===== config.mk =====
export PLATFORM = sky130hd
export DESIGN_NAME = rv_exec_top
export DESIGN_NICKNAME = d
export VERILOG_FILES = /design/src/rv_exec_pkg.sv /design/src/decode_if.sv /design/src/credit_counter.sv /design/src/ex_stage.sv /design/src/id_ex.sv /design/src/id_stage.sv /design/src/instr_queue.sv /design/src/reg_file.sv /design/src/rv_exec_top.sv
export SDC_FILE = /design/constraint.sdc
export NUM_CORES = 2
export LEC_CHECK = 0
export BUFFER_PORTS_ARGS = -buffer_cell sky130_fd_sc_hd__buf_2
export CORE_MARGIN = 8
export CORE_UTILIZATION = 48
export DETAILED_ROUTE_END_ITERATION = 8
export PLACE_DENSITY = 0.68
export SLEW_MARGIN = 20
export SYNTH_ARGS = -nofsm -noshare
export SYNTH_HDL_FRONTEND = slang
export SYNTH_HIERARCHICAL = 1
export SYNTH_SLANG_ARGS = --single-unit

===== constraint.sdc =====
create_clock -name clk -period 8.95 [get_ports clk]
set_input_delay 0.4475 -clock clk [delete_from_list [all_inputs] [get_ports clk]]
set_output_delay 0.4475 -clock clk [all_outputs]
set_load 0.05 [all_outputs]

===== src/rv_exec_pkg.sv =====
`default_nettype none

package rv_exec_pkg;

    // register value and register index
    typedef logic [31:0] data_t;
    typedef logic [4:0]  reg_addr_t;

    // raw instruction word
    typedef logic [31:0] instr_t;

    // alu operations, pass_b carries the lui immediate straight through
    typedef enum logic [3:0] {
        ALU_ADD    = 4'd0,
        ALU_SUB    = 4'd1,
        ALU_SLL    = 4'd2,
        ALU_SLT    = 4'd3,
        ALU_SLTU   = 4'd4,
        ALU_XOR    = 4'd5,
        ALU_SRL    = 4'd6,
        ALU_SRA    = 4'd7,
        ALU_OR     = 4'd8,
        ALU_AND    = 4'd9,
        ALU_PASS_B = 4'd10
    } alu_op_e;

    // supported major opcodes
    localparam logic [6:0] OPC_OP     = 7'b0110011;
    localparam logic [6:0] OPC_OP_IMM = 7'b0010011;
    localparam logic [6:0] OPC_LUI    = 7'b0110111;

endpackage

`default_nettype wire


===== src/decode_if.sv =====
`timescale 1ns/1ps
`default_nettype none

interface decode_if import rv_exec_pkg::*; ();

    reg_addr_t rs1;
    reg_addr_t rs2;
    reg_addr_t rd;
    data_t     imm;
    alu_op_e   alu_op;
    logic      use_imm;
    // we is already low for bubbles, x0 and unsupported opcodes
    logic      we;
    logic      valid;

    modport decode (
        output rs1, rs2, rd, imm, alu_op, use_imm, we, valid
    );

    modport register (
        input rs1, rs2, rd, imm, alu_op, use_imm, we, valid
    );

endinterface

`default_nettype wire


===== src/credit_counter.sv =====
`timescale 1ns/1ps
`default_nettype none

module credit_counter #(
    parameter int OUT_CREDITS = 4
) (
    input  logic clk,
    input  logic rst_n_i,
    input  logic spend_i,
    input  logic return_i,
    output logic avail_o
);

    localparam int CNT_W = $clog2(OUT_CREDITS + 1);
    localparam logic [CNT_W-1:0] MAX_CNT = CNT_W'(OUT_CREDITS);

    logic [CNT_W-1:0] count;

    assign avail_o = (count != '0);

    always_ff @(posedge clk or negedge rst_n_i) begin
        if (!rst_n_i) begin
            count <= MAX_CNT;
        end else begin
            case ({spend_i, return_i})
                2'b10: count <= count - 1'b1;
                // saturate so a stray return cannot inflate the pool
                2'b01: count <= (count == MAX_CNT) ? count : count + 1'b1;
                default: count <= count;
            endcase
        end
    end

endmodule

`default_nettype wire


===== src/ex_stage.sv =====
`timescale 1ns/1ps
`default_nettype none

module ex_stage import rv_exec_pkg::*; (
    input  logic      clk,
    input  logic      rst_n_i,
    input  logic      valid_i,
    input  logic      we_i,
    input  reg_addr_t rd_i,
    input  alu_op_e   alu_op_i,
    input  data_t     op_a_i,
    input  data_t     op_b_i,
    output data_t     result_o,
    output logic      wb_valid_o,
    output logic      wb_we_o,
    output reg_addr_t wb_rd_o,
    output data_t     wb_data_o
);

    logic [4:0] shamt;

    assign shamt = op_b_i[4:0];

    always_comb begin
        case (alu_op_i)
            ALU_ADD:    result_o = op_a_i + op_b_i;
            ALU_SUB:    result_o = op_a_i - op_b_i;
            ALU_SLL:    result_o = op_a_i << shamt;
            ALU_SLT:    result_o = data_t'($signed(op_a_i) < $signed(op_b_i));
            ALU_SLTU:   result_o = data_t'(op_a_i < op_b_i);
            ALU_XOR:    result_o = op_a_i ^ op_b_i;
            ALU_SRL:    result_o = op_a_i >> shamt;
            ALU_SRA:    result_o = data_t'($signed(op_a_i) >>> shamt);
            ALU_OR:     result_o = op_a_i | op_b_i;
            ALU_AND:    result_o = op_a_i & op_b_i;
            ALU_PASS_B: result_o = op_b_i;
            default:    result_o = '0;
        endcase
    end

    // ex/wb register, also the result port
    always_ff @(posedge clk or negedge rst_n_i) begin
        if (!rst_n_i) begin
            wb_valid_o <= 1'b0;
            wb_we_o    <= 1'b0;
        end else begin
            wb_valid_o <= valid_i;
            wb_we_o    <= valid_i && we_i;
        end
    end

    always_ff @(posedge clk) begin
        wb_rd_o   <= rd_i;
        wb_data_o <= result_o;
    end

endmodule

`default_nettype wire


===== src/id_ex.sv =====
`timescale 1ns/1ps
`default_nettype none

module id_ex import rv_exec_pkg::*; (
    input  logic      clk,
    input  logic      rst_n_i,
    decode_if.register dec,
    input  data_t     rdata1_i,
    input  data_t     rdata2_i,
    input  logic      ex_valid_i,
    input  logic      ex_we_i,
    input  reg_addr_t ex_rd_i,
    input  data_t     ex_result_i,
    input  logic      wb_valid_i,
    input  logic      wb_we_i,
    input  reg_addr_t wb_rd_i,
    input  data_t     wb_data_i,
    output logic      valid_o,
    output logic      we_o,
    output reg_addr_t rd_o,
    output alu_op_e   alu_op_o,
    output data_t     op_a_o,
    output data_t     op_b_o
);

    data_t op_a_d;
    data_t op_b_d;

    // ex holds the younger of the two producers, so it is checked last and wins
    function automatic data_t bypass(input reg_addr_t rs, input data_t rf_data);
        data_t sel;
        sel = rf_data;
        if ((rs != '0) && wb_valid_i && wb_we_i && (wb_rd_i == rs)) begin
            sel = wb_data_i;
        end
        if ((rs != '0) && ex_valid_i && ex_we_i && (ex_rd_i == rs)) begin
            sel = ex_result_i;
        end
        return sel;
    endfunction

    always_comb begin
        op_a_d = bypass(dec.rs1, rdata1_i);
        op_b_d = dec.use_imm ? dec.imm : bypass(dec.rs2, rdata2_i);
    end

    always_ff @(posedge clk or negedge rst_n_i) begin
        if (!rst_n_i) begin
            valid_o <= 1'b0;
            we_o    <= 1'b0;
        end else begin
            valid_o <= dec.valid;
            we_o    <= dec.we;
        end
    end

    always_ff @(posedge clk) begin
        rd_o     <= dec.rd;
        alu_op_o <= dec.alu_op;
        op_a_o   <= op_a_d;
        op_b_o   <= op_b_d;
    end

endmodule

`default_nettype wire


===== src/id_stage.sv =====
`timescale 1ns/1ps
`default_nettype none

module id_stage import rv_exec_pkg::*; (
    input  logic   valid_i,
    input  instr_t instr_i,
    decode_if.decode dec
);

    logic [6:0] opcode;
    logic [2:0] funct3;
    logic [6:0] funct7;
    logic       supported;

    assign opcode = instr_i[6:0];
    assign funct3 = instr_i[14:12];
    assign funct7 = instr_i[31:25];

    assign dec.rs1   = instr_i[19:15];
    assign dec.rs2   = instr_i[24:20];
    assign dec.rd    = instr_i[11:7];
    assign dec.valid = valid_i;

    assign supported = (opcode == OPC_OP) || (opcode == OPC_OP_IMM) || (opcode == OPC_LUI);
    assign dec.we    = valid_i && supported && (instr_i[11:7] != '0);

    always_comb begin
        dec.use_imm = (opcode != OPC_OP);
        // i-type sign extended, u-type upper twenty bits
        if (opcode == OPC_LUI) begin
            dec.imm = {instr_i[31:12], 12'b0};
        end else begin
            dec.imm = {{20{instr_i[31]}}, instr_i[31:20]};
        end

        case (funct3)
            3'b000: begin
                // sub only exists in the register form
                if ((opcode == OPC_OP) && funct7[5]) begin
                    dec.alu_op = ALU_SUB;
                end else begin
                    dec.alu_op = ALU_ADD;
                end
            end
            3'b001: dec.alu_op = ALU_SLL;
            3'b010: dec.alu_op = ALU_SLT;
            3'b011: dec.alu_op = ALU_SLTU;
            3'b100: dec.alu_op = ALU_XOR;
            3'b101: dec.alu_op = funct7[5] ? ALU_SRA : ALU_SRL;
            3'b110: dec.alu_op = ALU_OR;
            default: dec.alu_op = ALU_AND;
        endcase

        if (opcode == OPC_LUI) begin
            dec.alu_op = ALU_PASS_B;
        end
    end

endmodule

`default_nettype wire


===== src/instr_queue.sv =====
`timescale 1ns/1ps
`default_nettype none

module instr_queue import rv_exec_pkg::*; #(
    parameter int QUEUE_DEPTH = 4
) (
    input  logic   clk,
    input  logic   rst_n_i,
    input  logic   push_i,
    input  instr_t push_data_i,
    input  logic   pop_i,
    output logic   empty_o,
    output instr_t head_o,
    output logic   credit_o
);

    localparam int PTR_W = (QUEUE_DEPTH > 1) ? $clog2(QUEUE_DEPTH) : 1;
    localparam int CNT_W = $clog2(QUEUE_DEPTH + 1);
    localparam logic [PTR_W-1:0] LAST_PTR = PTR_W'(QUEUE_DEPTH - 1);
    localparam logic [CNT_W-1:0] FULL_CNT = CNT_W'(QUEUE_DEPTH);

    instr_t            mem [QUEUE_DEPTH];
    logic [PTR_W-1:0]  wr_ptr;
    logic [PTR_W-1:0]  rd_ptr;
    logic [CNT_W-1:0]  count;
    logic              do_push;
    logic              do_pop;

    assign empty_o = (count == '0);
    assign head_o  = mem[rd_ptr];

    // sender holds a credit for every push, so a full queue only drops on misuse
    assign do_push = push_i && (count != FULL_CNT);
    assign do_pop  = pop_i && !empty_o;

    always_ff @(posedge clk) begin
        if (do_push) begin
            mem[wr_ptr] <= push_data_i;
        end
    end

    always_ff @(posedge clk or negedge rst_n_i) begin
        if (!rst_n_i) begin
            wr_ptr   <= '0;
            rd_ptr   <= '0;
            count    <= '0;
            credit_o <= 1'b0;
        end else begin
            if (do_push) begin
                wr_ptr <= (wr_ptr == LAST_PTR) ? '0 : wr_ptr + 1'b1;
            end
            if (do_pop) begin
                rd_ptr <= (rd_ptr == LAST_PTR) ? '0 : rd_ptr + 1'b1;
            end
            count    <= count + CNT_W'(do_push) - CNT_W'(do_pop);
            // one credit back per popped slot, a cycle late
            credit_o <= do_pop;
        end
    end

endmodule

`default_nettype wire


===== src/reg_file.sv =====
`timescale 1ns/1ps
`default_nettype none

module reg_file import rv_exec_pkg::*; (
    input  logic      clk,
    input  logic      rst_n_i,
    input  reg_addr_t raddr1_i,
    input  reg_addr_t raddr2_i,
    output data_t     rdata1_o,
    output data_t     rdata2_o,
    input  logic      we_i,
    input  reg_addr_t waddr_i,
    input  data_t     wdata_i
);

    data_t regs [32];

    // x0 reads as zero whatever the array holds
    assign rdata1_o = (raddr1_i == '0) ? '0 : regs[raddr1_i];
    assign rdata2_o = (raddr2_i == '0) ? '0 : regs[raddr2_i];

    always_ff @(posedge clk or negedge rst_n_i) begin
        if (!rst_n_i) begin
            for (int i = 0; i < 32; i++) begin
                regs[i] <= '0;
            end
        end else if (we_i && (waddr_i != '0)) begin
            regs[waddr_i] <= wdata_i;
        end
    end

endmodule

`default_nettype wire


===== src/rv_exec_top.sv =====
`timescale 1ns/1ps
`default_nettype none

module rv_exec_top import rv_exec_pkg::*; #(
    parameter int QUEUE_DEPTH = 4,
    parameter int OUT_CREDITS = 4
) (
    input  logic      clk,
    input  logic      rst_n_i,
    input  logic      instr_valid_i,
    input  instr_t    instr_i,
    output logic      credit_o,
    input  logic      res_credit_i,
    output logic      res_valid_o,
    output logic      res_we_o,
    output reg_addr_t res_rd_o,
    output data_t     res_data_o
);

    logic      q_empty;
    instr_t    q_head;
    logic      cr_avail;
    logic      issue;
    data_t     rdata1;
    data_t     rdata2;
    logic      ex_valid;
    logic      ex_we;
    reg_addr_t ex_rd;
    alu_op_e   ex_alu_op;
    data_t     ex_op_a;
    data_t     ex_op_b;
    data_t     ex_result;

    decode_if dec_if ();

    // issue needs an instruction and a free result slot, nothing else can stall
    assign issue = !q_empty && cr_avail;

    instr_queue #(.QUEUE_DEPTH(QUEUE_DEPTH)) instr_queue_inst (
        .clk(clk), .rst_n_i(rst_n_i),
        .push_i(instr_valid_i), .push_data_i(instr_i),
        .pop_i(issue), .empty_o(q_empty), .head_o(q_head), .credit_o(credit_o)
    );

    credit_counter #(.OUT_CREDITS(OUT_CREDITS)) credit_counter_inst (
        .clk(clk), .rst_n_i(rst_n_i),
        .spend_i(issue), .return_i(res_credit_i), .avail_o(cr_avail)
    );

    id_stage id_stage_inst (.valid_i(issue), .instr_i(q_head), .dec(dec_if.decode));

    reg_file reg_file_inst (
        .clk(clk), .rst_n_i(rst_n_i),
        .raddr1_i(dec_if.rs1), .raddr2_i(dec_if.rs2),
        .rdata1_o(rdata1), .rdata2_o(rdata2),
        .we_i(res_valid_o && res_we_o), .waddr_i(res_rd_o), .wdata_i(res_data_o)
    );

    id_ex id_ex_inst (
        .clk(clk), .rst_n_i(rst_n_i), .dec(dec_if.register),
        .rdata1_i(rdata1), .rdata2_i(rdata2),
        .ex_valid_i(ex_valid), .ex_we_i(ex_we), .ex_rd_i(ex_rd), .ex_result_i(ex_result),
        .wb_valid_i(res_valid_o), .wb_we_i(res_we_o), .wb_rd_i(res_rd_o),
        .wb_data_i(res_data_o),
        .valid_o(ex_valid), .we_o(ex_we), .rd_o(ex_rd), .alu_op_o(ex_alu_op),
        .op_a_o(ex_op_a), .op_b_o(ex_op_b)
    );

    ex_stage ex_stage_inst (
        .clk(clk), .rst_n_i(rst_n_i),
        .valid_i(ex_valid), .we_i(ex_we), .rd_i(ex_rd), .alu_op_i(ex_alu_op),
        .op_a_i(ex_op_a), .op_b_i(ex_op_b), .result_o(ex_result),
        .wb_valid_o(res_valid_o), .wb_we_o(res_we_o), .wb_rd_o(res_rd_o),
        .wb_data_o(res_data_o)
    );

endmodule

`default_nettype wire


==> metrics.md <==
| Metric | Value |
|---|---|
| Setup crit end kind | flip-flop |
| Drt wl/cell | 35.0 um |
| Final nets | between 5,000 and 6,000 |
| Min Tclk post-route | 5.81 ns |
| Most frequent cells in the layout | dfrtp_1 (1,037), mux2_2 (1,007), mux4_2 (476) |
| Fin Setup TNS | 0 ns |
| PostCTS Resize Cnt | 0 |
| CTS clk-pin slew, worst paths | 0.06 ns |
| Die Y-Extent | 413 um |
| H-tree depth | 4 |
| Leakage power | 35.8 nW |
| Vias in the first global route | around 56,000 |
| Vias/cell | 7.21 |
| Ys flop type | dfrtp_1 |
| Clock skew | 0.0385 ns |
| Synth unique cells | 117 |
| Post-synth net total | 5,958 |
| HPWL after DPL | 167 mm |
| Multi-input logic area | about 40,000 um^2 |
| Largest stage delay, worst path | roughly 0.94 ns |
| Max-cap viol count | 0 |
| Post-route setup slack | 3.14 ns |
| RSZ-0062 raised after global routing | false |
| Final worst path period share | about 65% |
| Critical Path RT | ~9.6 ns |
| Total Wirelength | 272 mm |
| Via count | 56,000 |
| Residual DRC | 0 |
| Slowest CP cell | o311ai_1 |
| Post-Syn Area | 75,600 um^2 |
| Syn avg cell area | 13.0 um^2 |
| Setup crit start kind | flip-flop |
| Worst-case clock buffer depth | 3 |
| Mapped Cells | 5,811 |
| Clock latency on the worst-skew pair | 0.80 ns |
| Most area-hungry cell type in the Yosys netlist | dfrtp_1 |
| Buffers added on ports | 75 |
| Relative slew slack | a little under a fifth |
| Clock sinks | roughly 1,300 |
| R2R setup slack | 3.14 ns |
| Layout cells sized above 1 | 37.5% |
| Crit-path leading delay family | compound AO/OA/AOI/OAI gates |
| Async S/R FF share, synth | 81.4% |
| Crit path max fanout | 57 |
| Worst Hold Slack | 0.303 ns |
| CP Buf/Inv Count | 3 |
| End point of the critical path | id_ex_inst/op_b_o[31]$_DFF_P_ |
| Synthesized flop and latch total | approximately 1,300 |
| Hold WC Path Type | input pin to async pin |
| Area Growth Syn to Fin | 8.47% |
| Sequential share of the synthesized area | about 42% |
| Post-CTS Setup Repair Bufs | 0 |
| Commonest non-fill, non-tap cell in the layout | dfrtp_1 |
| Simple-Gate Fraction of Synth Area | 5.76% |
| # IOs | 76 |
| CTS buffer count | 137 |
| First-pass GRT wire length | 396 mm |
| VDD IR max | 0.408 mV |
| Setup violations, final | 0 |
| Complex-gate fraction of the synthesized area | 10.5% |
| DRT iter0 DRCs | 7,290 |
| Rows | 145 |
| Synth area leaders | dfrtp_1 (34%), mux2_2 (15%), mux4_2 (14%) |
| Critical path origin | id_ex_inst/op_b_o[2]$_DFF_P_ |
| CTS root buf | clkbuf_16 |
| Mux cell area share after synthesis | around 34% |
| Die Footprint | 170,000 um^2 |
| Largest net degree at the start of global routing | 194 |
| Status | completed |
| CORE AREA | between 150,000 and 200,000 um^2 |
| WP depth | 14 |
| Gr ovfl total | 0 |
| CTS tree | done |
| # fillers | 13,000 |
| Slew @ Worst Pin | 1.22 ns |
| Fin. max-slew vios | 0 |
| Post-Synth Adder-Cell Area | under 10% |
| Initial antenna violation count | 3 |
| Largest family of logic cells by synthesized area | multiplexers |
| Post-synth EDFFs | between 100 and 150 |
| Synth top area share | between 30% and 40% |
| Effective utilization at floorplan | between 40 and 50% |
| Drt pass-1 iters | 9 |
| Synth Area in XOR/XNOR | 0.348% |
| Reg2reg start | id_ex_inst/op_b_o[2]$_DFF_P_ |
| Crit path arrival time | between 6 and 7 ns |
| DRT antenna net count | 0 |
| Gpl congestion | 0.997 |
| Critical path class | flip-flop to flip-flop |
| Yosys warnings | 6 |
| Worst-case reg-to-reg path depth | 14 |
| Fmax | 172 MHz |
| CP Cell Sequence | buf_4 > inv_2 > ha_1 > a21oi_1 > a2111oi_0 > a211oi_2 > buf_4 > o311ai_1 > nand3_1 > a21oi_1 > a2bb2oi_1 > o21bai_1 > o41ai_2 > a31oi_1 |
| Final hold violation count | 0 |
| Total Routing Usage GR | 31.3% |
| Register Area | 32,100 um^2 |
| Post-Place Setup Slack | 3.16 ns |
| Width of the chip | 413 um |
| Power Density | 371 nW/um^2 |
| R2r endpoint | id_ex_inst/op_b_o[31]$_DFF_P_ |
metal layers:
| layer | track usage, % | routed length [um] | vias up |
|---|---|---|---|
| met5 | 0 | 14 | - |
| met4 | 18.5 | 19400 | 2 |
| met3 | 8.18 | 30100 | 1008 |
| met2 | 46.9 | 119000 | 3821 |
| met1 | 41.2 | 103000 | 29000 |
| li1 | - | - | 22200 |
metrics by stage:
step           total power [mW]  std cells  instance area (um^2)  utilization (%)
2_1_floorplan              18.4       5811                 75600                -
3_3_place_gp               23.8       7476                 76800             49.2
3_5_place_dp               23.9       7476                 76800             49.2
4_1_cts                    29.9       7764                 81900             52.4
5_1_grt                    31.3       7765                 82000             52.5
6_report                   30.4       7769                 82000             52.5
cells in the mapped netlist, drive strengths merged (69+ instances only):
cell,instances
a211oi,87
a221oi,73
inv,108
dfrtp,1038
mux4,520
nand2,189
ha,108
a21oi,97
o21ai,214
a22oi,76
dfxtp,110
nor2b,101
edfxtp,128
clkbuf,319
o31ai,82
mux2,1083
a31oi,84
buf,321
nand4,84
nor2,169
a311oi,69
mux2i,172
timing repair:
item                                    CTS  global route
endpoints found under the setup margin    0             0
hold buffers                             35             0
endpoints found under the hold margin   218             0
registers in the layout, indices dropped and copies added, names as in the netlist:
signal / count
credit_counter_inst/count: 3
instr_queue_inst/rd_ptr: 2
ex_stage_inst/wb_rd_o: 5
ex_stage_inst/wb_valid_o: 1
id_ex_inst/valid_o: 1
id_ex_inst/op_a_o: 32
instr_queue_inst/wr_ptr: 2
id_ex_inst/we_o: 1
id_ex_inst/op_b_o: 32
reg_file_inst/regs: 1024
id_ex_inst/alu_op_o: 4
ex_stage_inst/wb_data_o: 32
id_ex_inst/rd_o: 5
instr_queue_inst/mem: 128
instr_queue_inst/credit_o: 1
ex_stage_inst/wb_we_o: 1
instr_queue_inst/count: 3
cell type report:
type / instances / share of cell area (%)
Antenna cell: 4 / 0.0122
Clock buffer: 194 / 4.79
Clock inverter: 59 / 0.969
Inverter: 109 / 0.502
Multi-Input combinational cell: 3785 / 48.9
Sequential cell: 1277 / 39.1
Tap cell: 2058 / 3.14
Timing Repair Buffer: 283 / 2.61
worst min-delay path by stage:
stage                                          endpoint  slack [ns]
2_1_floorplan  credit_counter_inst/count[0]$_DFFE_PN0P_        0.15
3_3_place_gp       reg_file_inst/regs[1011]$_DFFE_PN0P_        0.38
3_5_place_dp       reg_file_inst/regs[1003]$_DFFE_PN0P_        0.38
4_1_cts             reg_file_inst/regs[906]$_DFFE_PN0P_        0.31
5_1_grt             reg_file_inst/regs[423]$_DFFE_PN0P_        0.37
6_report            reg_file_inst/regs[423]$_DFFE_PN0P_        0.30
power by group:
group,total [mW],switching [mW],internal (mW)
Sequential,7.87,1.11,6.76
Clock,5.94,2.52,3.42
Combinational,16.6,11.1,5.48
Total,30.4,14.7,15.7
kinds of logic after synthesis:
| group | count (synthesis) |
|---|---|
| AOI/OAI and AO/OA | 1054 |
| xor gates and xnor gates | 30 |
| adders and majority gates | 111 |
| buffers and inverters | 749 |
| DFF | 1277 |
| muxes | 1775 |
| and+or+nand+nor | 815 |
worst reg2reg max path: stages, from the launching register on:
cell and delay, ns:
dfxtp_2 0.38, buf_4 0.60, inv_2 0.34, ha_1 0.55, a21oi_1 0.20, a2111oi_0 0.63, a211oi_2 0.11, buf_4 0.21
o311ai_1 0.95, nand3_1 0.18, a21oi_1 0.24, a2bb2oi_1 0.08, o21bai_1 0.29, o41ai_2 0.82, a31oi_1 0.09
No activity file was read; power rests on OpenSTA's default activity.
